**src/rtl/nes_glue_pkg.sv**
```systemverilog
// Shared widths, types and structs for the console glue core
// Button byte layout, pad report, soft-core and memory requests
// Bridge state encoding
package nes_glue_pkg;

  // Forced reset length after resetn release
  localparam logic [7:0] RESET_HOLD_CYCLES = 8'd255;

  // Bit positions in the console button byte
  localparam int BTN_A      = 0;
  localparam int BTN_B      = 1;
  localparam int BTN_SELECT = 2;
  localparam int BTN_START  = 3;
  localparam int BTN_UP     = 4;
  localparam int BTN_DOWN   = 5;
  localparam int BTN_LEFT   = 6;
  localparam int BTN_RIGHT  = 7;

  // Right Left Down Up Start Select B A from the MSB down
  typedef logic [7:0] nes_buttons_t;

  // Raw gamepad report with active low bits
  typedef struct packed {
    logic [7:0] byte1;
    logic [7:0] byte0;
  } pad_report_t;

  typedef logic [22:0] rv_addr_t;
  typedef logic [31:0] rv_data_t;
  typedef logic [3:0]  rv_strb_t;

  typedef struct packed {
    rv_addr_t addr;
    rv_data_t wdata;
    rv_strb_t wstrb; // All zero means read
  } rv_req_t;

  typedef logic [19:0] mem_addr_t; // Word address plus half select
  typedef logic [15:0] mem_data_t;

  typedef struct packed {
    mem_addr_t  addr;
    mem_data_t  din;
    logic [1:0] ds;
    logic       we;
  } mem_req_t;

  typedef enum logic [2:0] {
    IDLE_REQ0,
    WAIT0_REQ1,
    DATA0,
    WAIT1,
    DATA1
  } bridge_state_t;

endpackage
```
**src/rtl/nes_glue_top.sv**
```systemverilog
// Console glue top level
// Reset sequencing, pad mapping, joypad ports and memory bridge
`timescale 1ns/1ns

module nes_glue_top (
  input  logic                       clk,
  input  logic                       resetn,
  input  logic                       i_reset_btn,
  input  nes_glue_pkg::pad_report_t  i_pad1,
  input  nes_glue_pkg::pad_report_t  i_pad2,
  input  nes_glue_pkg::nes_buttons_t i_extra1,
  input  nes_glue_pkg::nes_buttons_t i_extra2,
  input  logic                       i_joy_strobe,
  input  logic [1:0]                 i_joy_clock,
  output logic [1:0]                 o_joy_data,
  input  logic                       i_loading,
  output logic                       o_loader_reset,
  output logic                       o_nes_reset,
  output logic                       o_sys_resetn,
  input  logic                       i_rv_valid,
  input  nes_glue_pkg::rv_req_t      i_rv_req,
  output logic                       o_rv_ready,
  output nes_glue_pkg::rv_data_t     o_rv_rdata,
  output nes_glue_pkg::mem_req_t     o_mem_req,
  output logic                       o_mem_toggle,
  input  logic                       i_mem_ack,
  input  nes_glue_pkg::mem_data_t    i_mem_dout
);

  nes_glue_pkg::nes_buttons_t p1_buttons;
  nes_glue_pkg::nes_buttons_t p2_buttons;

  reset_sequencer u_reset_sequencer (
    .clk            (clk),
    .resetn         (resetn),
    .i_reset_btn    (i_reset_btn),
    .i_p1_buttons   (p1_buttons), // Home combo
    .i_loading      (i_loading),
    .o_sys_resetn   (o_sys_resetn),
    .o_loader_reset (o_loader_reset),
    .o_nes_reset    (o_nes_reset)
  );

  pad_mapper u_pad_mapper1 (
    .i_report  (i_pad1),
    .i_extra   (i_extra1),
    .o_buttons (p1_buttons)
  );

  pad_mapper u_pad_mapper2 (
    .i_report  (i_pad2),
    .i_extra   (i_extra2),
    .o_buttons (p2_buttons)
  );

  joypad_shifter u_joypad_shifter1 (
    .clk          (clk),
    .resetn       (o_sys_resetn),
    .i_buttons    (p1_buttons),
    .i_strobe     (i_joy_strobe),
    .i_port_clock (i_joy_clock[0]),
    .o_data       (o_joy_data[0])
  );

  joypad_shifter u_joypad_shifter2 (
    .clk          (clk),
    .resetn       (o_sys_resetn),
    .i_buttons    (p2_buttons),
    .i_strobe     (i_joy_strobe),
    .i_port_clock (i_joy_clock[1]),
    .o_data       (o_joy_data[1])
  );

  rv_mem_bridge u_rv_mem_bridge (
    .clk          (clk),
    .resetn       (o_sys_resetn),
    .i_rv_valid   (i_rv_valid),
    .i_rv_req     (i_rv_req),
    .o_rv_ready   (o_rv_ready),
    .o_rv_rdata   (o_rv_rdata),
    .o_mem_req    (o_mem_req),
    .o_mem_toggle (o_mem_toggle),
    .i_mem_ack    (i_mem_ack),
    .i_mem_dout   (i_mem_dout)
  );

endmodule

```
**src/rtl/rv_mem_bridge.sv**
```systemverilog
// Soft-core 32-bit bus to 16-bit memory port bridge
// Toggle request/acknowledge, two half-word accesses per word
// Halves with zero write strobes are skipped
`timescale 1ns/1ns

module rv_mem_bridge (
  input  logic                   clk,
  input  logic                   resetn,
  input  logic                   i_rv_valid,
  input  nes_glue_pkg::rv_req_t  i_rv_req,
  output logic                   o_rv_ready,
  output nes_glue_pkg::rv_data_t o_rv_rdata,
  output nes_glue_pkg::mem_req_t o_mem_req,
  output logic                   o_mem_toggle,
  input  logic                   i_mem_ack,
  input  nes_glue_pkg::mem_data_t i_mem_dout
);

  nes_glue_pkg::bridge_state_t state;
  nes_glue_pkg::mem_data_t     dout0_q;  // Lower half of a read
  logic                        valid_q;
  logic                        new_req_q; // Request seen while busy
  logic                        new_req;
  logic                        word_q;    // Half select
  logic [1:0]                  ds_q;
  logic                        write;
  logic                        acked;

  assign write   = i_rv_req.wstrb != 4'b0000;
  assign new_req = i_rv_valid & ~valid_q;
  assign acked   = o_mem_toggle == i_mem_ack;

  always_ff @(posedge clk) begin
    if (!resetn) begin
      state        <= nes_glue_pkg::IDLE_REQ0;
      o_rv_ready   <= 1'b0;
      o_mem_toggle <= 1'b0;
      valid_q      <= 1'b0;
      new_req_q    <= 1'b0;
    end else begin
      if (new_req)
        new_req_q <= 1'b1;
      o_rv_ready <= 1'b0;
      valid_q    <= i_rv_valid;

      case (state)
        nes_glue_pkg::IDLE_REQ0: begin
          if (new_req_q || new_req) begin
            new_req_q    <= 1'b0;
            o_mem_toggle <= ~o_mem_toggle;
            if (write && i_rv_req.wstrb[1:0] == 2'b00) begin
              word_q <= 1'b1; // Upper half only
              ds_q   <= i_rv_req.wstrb[3:2];
              state  <= nes_glue_pkg::WAIT1;
            end else begin
              word_q <= 1'b0;
              ds_q   <= write ? i_rv_req.wstrb[1:0] : 2'b11;
              state  <= nes_glue_pkg::WAIT0_REQ1;
            end
          end
        end

        nes_glue_pkg::WAIT0_REQ1: begin
          if (acked) begin
            word_q <= 1'b1;
            if (!write) begin
              o_mem_toggle <= ~o_mem_toggle;
              ds_q         <= 2'b11;
              state        <= nes_glue_pkg::DATA0;
            end else if (i_rv_req.wstrb[3:2] == 2'b00) begin
              o_rv_ready <= 1'b1; // Lower half was all
              state      <= nes_glue_pkg::IDLE_REQ0;
            end else begin
              o_mem_toggle <= ~o_mem_toggle;
              ds_q         <= i_rv_req.wstrb[3:2];
              state        <= nes_glue_pkg::WAIT1;
            end
          end
        end

        nes_glue_pkg::DATA0: begin
          state <= nes_glue_pkg::WAIT1;
        end

        nes_glue_pkg::WAIT1: begin
          if (acked) begin
            if (write) begin
              o_rv_ready <= 1'b1;
              state      <= nes_glue_pkg::IDLE_REQ0;
            end else begin
              state <= nes_glue_pkg::DATA1;
            end
          end
        end

        nes_glue_pkg::DATA1: begin
          o_rv_ready <= 1'b1;
          state      <= nes_glue_pkg::IDLE_REQ0;
        end

        default: state <= nes_glue_pkg::IDLE_REQ0;
      endcase
    end
  end

  // Lower read half is held one cycle after its ack
  always_ff @(posedge clk) begin
    if (state == nes_glue_pkg::DATA0)
      dout0_q <= i_mem_dout;
  end

  assign o_rv_rdata = {i_mem_dout, dout0_q};

  // Request fields follow the held soft-core request
  assign o_mem_req.addr = {i_rv_req.addr[20:2], word_q};
  assign o_mem_req.din  = word_q ? i_rv_req.wdata[31:16] : i_rv_req.wdata[15:0];
  assign o_mem_req.ds   = ds_q;
  assign o_mem_req.we   = write;

endmodule

```
**src/rtl/joypad_shifter.sv**
```systemverilog
// One console joypad port
// Parallel load on strobe, right shift on falling port clock
`timescale 1ns/1ns

module joypad_shifter (
  input  logic                      clk,
  input  logic                      resetn,
  input  nes_glue_pkg::nes_buttons_t i_buttons,
  input  logic                      i_strobe,
  input  logic                      i_port_clock,
  output logic                      o_data
);

  nes_glue_pkg::nes_buttons_t shift_q;
  logic                       port_clock_q;

  always_ff @(posedge clk) begin
    if (!resetn) begin
      shift_q      <= '0;
      port_clock_q <= 1'b0;
    end else begin
      if (i_strobe)
        shift_q <= i_buttons;
      // Later assignment wins, so a shift overrides a reload
      if (port_clock_q && !i_port_clock)
        shift_q <= {1'b0, shift_q[7:1]};
      port_clock_q <= i_port_clock;
    end
  end

  assign o_data = shift_q[0]; // A button comes out first

endmodule

```
**src/rtl/pad_mapper.sv**
```systemverilog
// Gamepad report to console button byte mapping
`timescale 1ns/1ns

module pad_mapper (
  input  nes_glue_pkg::pad_report_t  i_report,
  input  nes_glue_pkg::nes_buttons_t i_extra,
  output nes_glue_pkg::nes_buttons_t o_buttons
);

  nes_glue_pkg::nes_buttons_t mapped;

  // Report bits are active low
  always_comb begin
    mapped                          = '0;
    mapped[nes_glue_pkg::BTN_RIGHT]  = ~i_report.byte0[5];
    mapped[nes_glue_pkg::BTN_LEFT]   = ~i_report.byte0[7];
    mapped[nes_glue_pkg::BTN_DOWN]   = ~i_report.byte0[6];
    mapped[nes_glue_pkg::BTN_UP]     = ~i_report.byte0[4];
    mapped[nes_glue_pkg::BTN_START]  = ~i_report.byte0[3];
    mapped[nes_glue_pkg::BTN_SELECT] = ~i_report.byte0[0];
    mapped[nes_glue_pkg::BTN_B]      = ~i_report.byte1[6]; // Square
    mapped[nes_glue_pkg::BTN_A]      = ~i_report.byte1[5]; // Circle
  end

  // Second source is already in console order
  assign o_buttons = mapped | i_extra;

endmodule

```
**src/rtl/reset_sequencer.sv**
```systemverilog
// Power-on reset countdown with button and home-combo reset
// Loader reset pulse and console reset level from the loading flag
`timescale 1ns/1ns

module reset_sequencer (
  input  logic                      clk,
  input  logic                      resetn,
  input  logic                      i_reset_btn,
  input  nes_glue_pkg::nes_buttons_t i_p1_buttons,
  input  logic                      i_loading,
  output logic                      o_sys_resetn,
  output logic                      o_loader_reset,
  output logic                      o_nes_reset
);

  logic [7:0] hold_cnt;
  logic       home_combo;
  logic       loading_q;

  // Select + Down acts as the home button
  assign home_combo = i_p1_buttons[nes_glue_pkg::BTN_SELECT] &
                      i_p1_buttons[nes_glue_pkg::BTN_DOWN];

  always_ff @(posedge clk) begin
    if (!resetn) begin
      hold_cnt     <= nes_glue_pkg::RESET_HOLD_CYCLES;
      o_sys_resetn <= 1'b0;
    end else begin
      if (hold_cnt != 8'd0)
        hold_cnt <= hold_cnt - 8'd1;
      else
        o_sys_resetn <= ~i_reset_btn & ~home_combo; // Follows sources after countdown
    end
  end

  // First cycle of a loading period
  assign o_loader_reset = i_loading & ~loading_q;

  always_ff @(posedge clk) begin
    if (!resetn) begin
      loading_q   <= 1'b0;
      o_nes_reset <= 1'b1; // Console held until a ROM is loaded
    end else begin
      loading_q <= i_loading;
      if (~i_loading & loading_q)
        o_nes_reset <= 1'b0;
      else if (i_loading & ~loading_q)
        o_nes_reset <= 1'b1;
    end
  end

endmodule

```
**config.mk**
```make
export PLATFORM = sky130hd
export DESIGN_NAME = nes_glue_top
export DESIGN_NICKNAME = d
export VERILOG_FILES = /design/src/rtl/nes_glue_pkg.sv /design/src/rtl/nes_glue_top.sv /design/src/rtl/rv_mem_bridge.sv /design/src/rtl/joypad_shifter.sv /design/src/rtl/pad_mapper.sv /design/src/rtl/reset_sequencer.sv
export SDC_FILE = /design/constraint.sdc
export NUM_CORES = 1
export LEC_CHECK = 0
export BUFFER_PORTS_ARGS = -buffer_cell sky130_fd_sc_hd__buf_2
export CAP_MARGIN = 20
export CORE_MARGIN = 3
export CORE_UTILIZATION = 44
export CTS_BUF_LIST = sky130_fd_sc_hd__clkbuf_8 sky130_fd_sc_hd__clkbuf_16
export DETAILED_ROUTE_END_ITERATION = 6
export PLACE_DENSITY_LB_ADDON = 0.3
export RECOVER_POWER = 50
export SYNTH_ARGS = -nofsm -noshare
export SYNTH_HDL_FRONTEND = slang
export SYNTH_SLANG_ARGS = --single-unit
export TNS_END_PERCENT = 5
```
**constraint.sdc**
```tcl
create_clock -name clk -period 4.73 [get_ports clk]
set_input_delay 0.946 -clock clk [delete_from_list [all_inputs] [get_ports clk]]
set_output_delay 0.946 -clock clk [all_outputs]
set_load 0.005 [all_outputs]
```
==> impl_metrics.py, run 1 <==
metrics = {
    "timing": {
        "fin_crit_ns": 2.56,
        "setup_viol": 0,
        "whs_ns": 0.496,
        "relSlewSlack_pct": 45.9,
        "fmax_mhz": 390,
        "drv_slew": 0,
        "skew_ns": 0.0117,
        "worstMarginPinSlew_ns": 0.810,
        "setup_ws_ns": 2.17,
        "tns_ns": 0,
        "fin_crit_sh_pct": 54.2,
        "hold_viol_final": 0,
        "rsz0062_at_grt": "false",
    },
    "die": {
        "core_um2": 6100,
        "boundaryPins": 210,
        "die_h_um": 86.4,
        "die-width_um": 86.4,
        "die-area_um2": 7460,
        "start_util_pct": 46.6,
        "rows": 28,
    },
    "clocking": {
        "cts-htree-levels": 2,
        "cts_setup_buffers": 0,
        "postCtsHoldBufs": 0,
        "clk_latency_ns": 0.30,
        "clk_pin_slew_ns": 0.09,
        "clock-sinks": 55,
        "cts_buffers": 5,
        "cts-resized-gates": 0,
        "clock_path_buffers": 2,
        "cts-root-buf": "clkbuf_8",
        "cts_tree": "done",
    },
    "logic_synthesis": {
        "synthTopCellsByArea": "dfxtp_1 25%, edfxtp_1 20%, buf_4 11%",
        "syn_area_um2": 2840,
        "synth_top_cell_area_share_pct": 25.4,
        "ys_seq_area_share_pct": 45.4,
        "synth-seq-cells": 55,
        "syn-num-nets": 431,
        "synth_top_flop_cell": "dfxtp_1",
        "synth_cell_type_count": 39,
        "yosysMostFrequentCell": "buf_4",
        "synthTopCellsByCount": "40 x buf_4, 36 x dfxtp_1, 35 x o21ai_0, 29 x nand2_1",
        "synth-async-reset-ratio_pct": 0,
        "yosysTopAreaCell": "dfxtp_1",
        "synth_edf_count": 19,
        "avgSynthCellArea_um2": 9.60,
        "yosysWarnings": 0,
        "synthCells": 296,
    },
    "drt": {
        "wirelength_um": 6860,
        "drt_pass1_iterations": 4,
        "drc": 0,
        "via_per_inst": 4.89,
        "postRouteAntennaNets": 0,
        "top_layer": "met4",
        "wl_met3_um": 555,
        "post_drt_wl_per_cell_um": 14.3,
        "dr.first_iter.drc_count": 77,
        "dr_wl_met2_um": 3690,
        "vias": 2352,
        "wl_met1_um": 2470,
    },
    "grt": {
        "grt_start_max_net_pins": 31,
        "grt_usage_pct": 17.2,
        "overflow": 0,
        "grt_pass1_wl_um": 10200,
        "grt_pass1_vias": 2276,
        "antenna_found_initial": 0,
    },
    "worst_setup_path": {
        "cp-end-kind": "primary output",
        "crit_path_max_fanout": 17,
        "start_kind": "flip-flop",
        "crit_arrival_ns": 1.62,
        "required_ns": 3.78,
        "reg2reg_from": "u_rv_mem_bridge.state[1]",
        "cp-startpoint": "u_rv_mem_bridge.word_q",
        "crit_type": "reg -> out",
    },
    "final_layout": {
        "area_growth_pct": 20.4,
        "seq_area_um2": 1290,
        "nFillCells": 580,
        "final_nets": 540,
        "antenna_cells": 0,
        "drive_above_1_share_pct": 37.2,
        "multi_input_area_um2": 1180,
    },
    "status": {
        "status": "finished clean",
    },
    "pwr": {
        "peakVddDrop_v": 0.000168,
        "p_leak_nw": 1.46,
        "power_density_nw_per_um2": 259,
    },
    "placed_design": {
        "gp_congestion": 0.879,
        "pre_cts_ws_ns": 2.17,
        "dp_hpwl_um": 5540,
        "port_buffers": 151,
    },
    "hold_path": {
        "worstHoldStart": "u_reset_sequencer.o_nes_reset",
        "hp-class": "reg -> reg",
    },
    "run": {
        "maxCapViolCount": 0,
    },
}
[routing by layer]
layer  vias up  global-route usage (%)
met5         -                       0
met3        11                    4.18
met2        89                    33.2
li1       1189                       -
met1      1063                    18.1
met4         0                    5.67
[worst max-delay path: stages, from the launching register on]
cell and delay [ns]:
edfxtp_1 0.77, mux2_2 0.42, buf_2 0.13
[layout make-up]
| type | count | area share [%] |
|---|---|---|
| repair buffers | 152 | 21.2 |
| multi-input cells | 185 | 34.6 |
| well taps | 75 | 2.74 |
| clock buffers | 5 | 2.01 |
| clock inverters | 3 | 1.13 |
| inverters | 6 | 0.658 |
| flip-flops and latches | 55 | 37.7 |
[cells in the final DEF, fill, tap and decap left out, drive strengths merged, types with 2 or more instances in the layout]
master	netlist	final
ha	3	3
mux2	16	16
inv	6	6
clkbuf	9	34
o21ai	36	36
nand3	7	7
and2	21	21
mux2i	6	6
nor3b	4	4
or3	2	2
nor2	16	16
nand2b	3	3
and3	2	2
dfxtp	36	36
xnor2	5	5
nor4b	2	2
a21oi	3	3
buf	41	123
nand3b	14	14
edfxtp	19	19
nand2	29	29
o22ai	2	2
nor3	2	2
nor2b	3	3
[per-stage QoR]
stage	instance area (um^2)	total power, W	util [%]	instances
6_report	3420	0.000887	56.1	481
5_1_grt	3420	0.000930	56.1	481
4_1_cts	3470	0.000903	56.9	480
3_5_place_dp	3360	0.000604	55.1	472
3_3_place_gp	3360	0.000601	55.1	472
2_1_floorplan	2840	0.000566	-	296
[flip-flops by register name (all words and copies together), names as in the netlist, 2 cells and up]
| register | flops |
|---|---|
| u_rv_mem_bridge.state | 3 |
| u_rv_mem_bridge.ds_q | 2 |
| u_reset_sequencer.hold_cnt | 8 |
| u_joypad_shifter2.shift_q | 8 |
| u_joypad_shifter1.shift_q | 8 |
| u_rv_mem_bridge.dout0_q | 16 |
[report_power, final]
| part | switching, W | internal [W] | total (W) |
|---|---|---|---|
| clock | 0.000142 | 0.000155 | 0.000297 |
| sequential | 0.00000293 | 0.000491 | 0.000494 |
| combinational | 0.0000415 | 0.0000555 | 0.0000970 |
| total | 0.000187 | 0.000701 | 0.000887 |
[cells by family (layout without fill, tap and decap cells)]
| group | after synthesis | after routing | share of synthesized area (%) |
|---|---|---|---|
| buffers and inverters | 56 | 166 | 12.7 |
| xor gates and xnor gates | 5 | 5 | 1.54 |
| and+or+nand+nor | 108 | 108 | 21.4 |
| DFF | 55 | 55 | 45.4 |
| adders and majority gates | 3 | 3 | 1.32 |
| muxes | 22 | 22 | 8.45 |
| AOI/OAI and AO/OA | 47 | 47 | 9.11 |
[worst paths after layout]
check | end | slack (ns) | depth (start not counted)
max | o_mem_req[6] | 2.17 | 2
min | u_reset_sequencer.o_nes_reset | 0.50 | 2
max reg2reg | u_rv_mem_bridge.dout0_q[1] | 2.82 | 2
min reg2reg | u_reset_sequencer.o_nes_reset | 0.50 | 2
Note: power is estimated with default switching activity, not from simulation.
==> run 2: changes to the inputs <==
- CORE_UTILIZATION: 44 -> 37
- clock period: 4.73 -> 2.13 ns (I/O delays scaled with it)
==> run 2 against run 1 <==
Against the previous run: via count barely moved; utilization fell by 8.2 points; critical endpoint is now o_mem_req[4]; clock skew fell by 0.0057 ns; first-iteration DRC count fell by 43%; sequential power rose by 120%; clock power rose by 130%; global-route usage fell by 3.9 points; highest routed layer unchanged.
==> impl_metrics.py, run 2 (same netlist as run 1, synthesis figures left out) <==
metrics = {
    "status": {
        "status": "finished clean",
    },
    "placed_design": {
        "gp_congestion": 0.780,
        "port_buffers": 151,
        "pre_cts_ws_ns": 0.385,
        "dp_hpwl_um": 5310,
    },
    "clocking": {
        "clock-sinks": 55,
        "cts_buffers": 5,
        "cts-root-buf": "clkbuf_8",
        "clk_latency_ns": 0.30,
        "cts-resized-gates": 0,
        "cts_tree": "done",
        "cts-htree-levels": 2,
        "postCtsHoldBufs": 0,
        "clk_pin_slew_ns": 0.10,
        "clock_path_buffers": 2,
        "cts_setup_buffers": 0,
    },
    "final_layout": {
        "final_cell_mix": "143 x buf_2, 36 x dfxtp_1, 35 x o21ai_0, 29 x nand2_1, 19 x edfxtp_1",
        "nFillCells": 741,
        "antenna_cells": 0,
        "drive_above_1_share_pct": 44.0,
        "final_common_cell": "buf_2",
        "seq_area_um2": 1290,
        "multi_input_area_um2": 1190,
        "final_nets": 545,
        "largest_register": "u_rv_mem_bridge.dout0_q",
        "largest_reg_flops": 16,
        "area_growth_pct": 24.3,
    },
    "pwr": {
        "internal-power_w": 0.00157,
        "p_leak_nw": 1.56,
        "swShare_pct": 21.8,
        "pwr-share-clk_pct": 34.5,
        "p_comb_share_pct": 10.8,
        "switchingPower_w": 0.000436,
        "peakVddDrop_v": 0.000296,
        "power_density_nw_per_um2": 567,
        "p_seq_share_pct": 54.7,
    },
    "worst_setup_path": {
        "crit_type": "reg -> out",
        "cp_slowest_stage_delay_ns": 0.36,
        "crit_path_max_fanout": 17,
        "start_kind": "flip-flop",
        "required_ns": 1.70,
        "cp-end-kind": "primary output",
        "critical_path.slowest_cell": "mux2_2",
        "crit_arrival_ns": 1.35,
        "path_cells": "buf_4 -> mux2_2 -> buf_2",
    },
    "die": {
        "start_util_pct": 38.6,
        "die_h_um": 93.7,
        "rows": 31,
        "die-area_um2": 8770,
        "core_um2": 7370,
        "die-width_um": 93.7,
        "boundaryPins": 210,
    },
    "timing": {
        "fin_crit_ns": 1.78,
        "skew_ns": 0.00604,
        "setup_viol": 0,
        "relSlewSlack_pct": 59.6,
        "fin_crit_sh_pct": 83.3,
        "drv_slew": 0,
        "worstMarginPinSlew_ns": 0.606,
        "tns_ns": 0,
        "fmax_mhz": 563,
        "hold_viol_final": 0,
        "setup_ws_ns": 0.355,
        "rsz0062_at_grt": "false",
        "whs_ns": 0.300,
    },
    "grt": {
        "antenna_found_initial": 0,
        "grt_pass1_vias": 2116,
        "overflow": 0,
        "grt_start_max_net_pins": 31,
        "grt_usage_pct": 13.3,
        "grt_pass1_wl_um": 9310,
    },
    "drt": {
        "post_drt_wl_per_cell_um": 13.0,
        "drt_pass1_iterations": 6,
        "dr.first_iter.drc_count": 44,
        "postRouteAntennaNets": 0,
        "wirelength_um": 6610,
        "vias": 2353,
        "drc": 0,
        "via_per_inst": 4.61,
    },
    "run": {
        "maxCapViolCount": 0,
    },
    "hold_path": {
        "hp-class": "in -> reg",
    },
}
-- run 2: changes by cell type in the layout (fill, tap and decap cells not counted), sizes merged --
cell / previous run / this run
buf: 123 / 148
clkbuf: 34 / 14
clkinv: 1 / 2
clkinvlp: 1 / 0
-- run 2: power by group through the flow --
stage          Clock, W  Sequential [W]  Combinational, W
2_1_floorplan         0         0.00112          0.000137
3_3_place_gp          0         0.00112          0.000214
3_5_place_dp          0         0.00112          0.000220
4_1_cts        0.000719         0.00110          0.000221
5_1_grt        0.000761         0.00110          0.000243
6_report       0.000690         0.00110          0.000216
-- run 2: final timing paths --
path / from / endpoint / slack [ns] / depth (start not counted)
worst min register to register: u_reset_sequencer.o_nes_reset / u_reset_sequencer.o_nes_reset / 0.49 / 2
worst max register to register: u_reset_sequencer.hold_cnt[0] / u_reset_sequencer.hold_cnt[0] / 0.54 / 6
worst min-delay path: i_mem_dout[15] / u_rv_mem_bridge.dout0_q[15] / 0.30 / 1
worst max-delay path: u_rv_mem_bridge.word_q / o_mem_req[4] / 0.35 / 3
-- run 2: metal layers --
metal / share of wire, % / track usage [%]
met5: 0 / 0
met4: 1.6 / 4.57
met3: 8.2 / 2.72
met2: 53 / 25.6
met1: 37 / 14.2
-- run 2: critical path: cells and delay by family, from the launching register on --
family | cells | cell delay, ns
flip-flops | 1 | 0.33
multiplexers | 1 | 0.36
buffers and inverters | 2 | 0.35
-- run 2: metrics by stage --
step / cells / util, % / total power [W] / cell area [um^2]
2_1_floorplan: 296 / - / 0.00126 / 2840
3_3_place_gp: 502 / 46.6 / 0.00133 / 3430
3_5_place_dp: 502 / 46.6 / 0.00134 / 3430
4_1_cts: 510 / 48.1 / 0.00204 / 3550
5_1_grt: 510 / 47.9 / 0.00210 / 3530
6_report: 510 / 47.9 / 0.00200 / 3530
-- run 2: area by class of cell --
class | instances | share of cell area (%)
Sequential cell | 55 | 36.5
Multi-Input combinational cell | 185 | 33.8
Timing Repair Buffer | 157 | 22.3
Tap cell | 99 | 3.51
Clock buffer | 5 | 1.95
Clock inverter | 3 | 1.24
Inverter | 6 | 0.637
==> run 3: changes to the inputs <==
- clock period: 2.13 -> 1.6 ns (I/O delays scaled with it)
==> run 3 against run 2 <==
Against the previous run: the flow now finishes with violations (setup timing); wire length up 3.6%; sequential share of layout area down 0.47 points; global-route usage increased by 2.1 points; hold slack lost 0.10 ns; via count up 2.8%; highest routed layer is now met5; non-clock buffer count up 5; critical path type unchanged; combinational power grew 39%; setup slack worse by 0.41 ns; first-iteration DRC count is 120% higher; largest power group unchanged; total power grew 27%; sequential cell count stayed put; final cell count increased by 0.98%.
==> impl_metrics.py, run 3 (same netlist as run 1, synthesis figures left out) <==
metrics = {
    "placed_design": {
        "dp_hpwl_um": 5530,
        "port_buffers": 151,
        "dpl_cell_area_um2": 3500,
        "gp_congestion": 0.800,
        "dp.cells": 507,
    },
    "pwr": {
        "power_density_nw_per_um2": 712,
        "swShare_pct": 23.9,
        "peakVddDrop_v": 0.000359,
        "pwr-share-clk_pct": 30.9,
        "internal-power_w": 0.00194,
        "p_seq_share_pct": 57.3,
        "p_comb_share_pct": 11.8,
        "p_leak_nw": 1.56,
        "switchingPower_w": 0.000611,
    },
    "clocking": {
        "cts_setup_buffers": 0,
        "clock-sinks": 55,
        "cts-resized-gates": 2,
        "cts-htree-levels": 2,
        "cts_tree": "done",
        "cts_buffers": 5,
        "postCtsHoldBufs": 0,
        "clock_path_buffers": 2,
        "cts-root-buf": "clkbuf_8",
        "clk_pin_slew_ns": 0.10,
        "clk_latency_ns": 0.30,
    },
    "worst_setup_path": {
        "required_ns": 1.28,
        "crit_path_max_fanout": 17,
        "start_kind": "flip-flop",
        "crit_type": "reg -> out",
        "cp-end-kind": "primary output",
        "crit_arrival_ns": 1.33,
    },
    "timing": {
        "fin_crit_ns": 1.65,
        "relSlewSlack_pct": 56.2,
        "fin_crit_sh_pct": 103,
        "rsz0062_at_grt": "true",
        "tns_ns": -0.680,
        "setup_viol": 16,
        "hold_viol_final": 0,
        "drv_slew": 0,
        "skew_ns": 0.00413,
        "fmax_mhz": 606,
        "setup_ws_ns": -0.0515,
        "worstMarginPinSlew_ns": 0.657,
    },
    "drt": {
        "vias": 2418,
        "post_drt_wl_per_cell_um": 13.3,
        "wirelength_um": 6850,
        "drc": 0,
        "drt_pass1_iterations": 4,
        "dr.first_iter.drc_count": 98,
        "via_per_inst": 4.70,
        "postRouteAntennaNets": 0,
    },
    "grt": {
        "grt_start_max_net_pins": 31,
        "grt_pass1_wl_um": 10800,
        "grt_usage_pct": 15.4,
        "overflow": 0,
        "antenna_found_initial": 1,
        "grt_pass1_vias": 2348,
    },
    "status": {
        "status": "complete, but fails checks",
        "failed_checks": "setup timing",
    },
    "final_layout": {
        "finalInstanceArea_um2": 3580,
        "multi_input_area_um2": 1200,
        "nFillCells": 730,
        "final_cell_mix": "122 x buf_2, 36 x dfxtp_1, 35 x o21ai_0, 29 x nand2_1, 22 x clkbuf_1",
        "drive_above_1_share_pct": 41.1,
        "antenna_cells": 0,
        "largest_register": "u_rv_mem_bridge.dout0_q",
        "utilization_pct": 48.6,
        "seq_area_um2": 1290,
        "final_nets": 550,
        "area_growth_pct": 25.9,
        "final_common_cell": "buf_2",
        "fin_cells": 515,
        "largest_reg_flops": 16,
    },
    "die": {
        "core_um2": 7370,
        "boundaryPins": 210,
        "die-width_um": 93.7,
        "start_util_pct": 38.6,
        "rows": 31,
        "die-area_um2": 8770,
        "die_h_um": 93.7,
    },
    "hold_path": {
        "hp-class": "in -> reg",
    },
    "run": {
        "maxCapViolCount": 0,
    },
}
-- run 3: cell count changes in the layout (fill, tap and decap cells not counted), moves of 2 or more --
cell,before,now
and2_0,6,9
and2_1,14,11
buf_12,0,2
buf_2,143,122
buf_4,5,8
buf_6,0,2
clkbuf_1,8,22
clkbuf_2,1,5
clkinvlp_4,0,2
-- run 3: path summary, 6_finish.rpt --
path	from	cells after the start	to	slack, ns
setup / recovery	u_rv_mem_bridge.word_q	3	o_mem_req[12]	-0.05
hold / removal	i_mem_dout[2]	1	u_rv_mem_bridge.dout0_q[2]	0.20
hold reg to reg	u_reset_sequencer.o_nes_reset	2	u_reset_sequencer.o_nes_reset	0.48
setup reg to reg	u_reset_sequencer.hold_cnt[2]	4	u_reset_sequencer.hold_cnt[7]	0.13
-- run 3: metrics by stage --
stage	hold WS [ns]	setup slack, ns	power [W]
3_5_place_dp	0.466	0.0944	0.00180
6_report	0.197	-0.0515	0.00255
4_1_cts	0.181	-0.0726	0.00260
2_1_floorplan	0.419	0.0407	0.00167
3_3_place_gp	0.454	0.108	0.00179
5_1_grt	0.179	-0.0993	0.00267
-- run 3: layer usage --
metal  track usage, %  vias to the layer above  share of wire (%)
met2             29.8                       92                 54
met4             3.73                        2               0.89
met5                0                        -               0.19
met1             16.0                     1101                 37
met3             4.65                       10                8.0
li1                 -                     1213                  -
-- run 3: power by group through the flow --
stage,logic [W],clock network [W],registers (W)
after floorplan,0.000183,0,0.00149
after CTS,0.000313,0.000823,0.00146
after global routing,0.000342,0.000865,0.00146
after detailed placement,0.000308,0,0.00149
final,0.000301,0.000788,0.00146
after global placement,0.000300,0,0.00149
-- run 3: layout make-up --
cell class                 instances  area share (%)
sequential                        55            36.1
inverter                           6           0.629
multi-input combinational        185            33.7
clock buffer                       5            1.92
timing repair buffer             162            23.6
clock inverter                     3           0.664
tap                               99            3.46
-- run 3: critical path: stages, from the launching register on --
cell and delay [ns]:
edfxtp_1 0.39, buf_12 0.16, mux2_2 0.35, buf_6 0.12
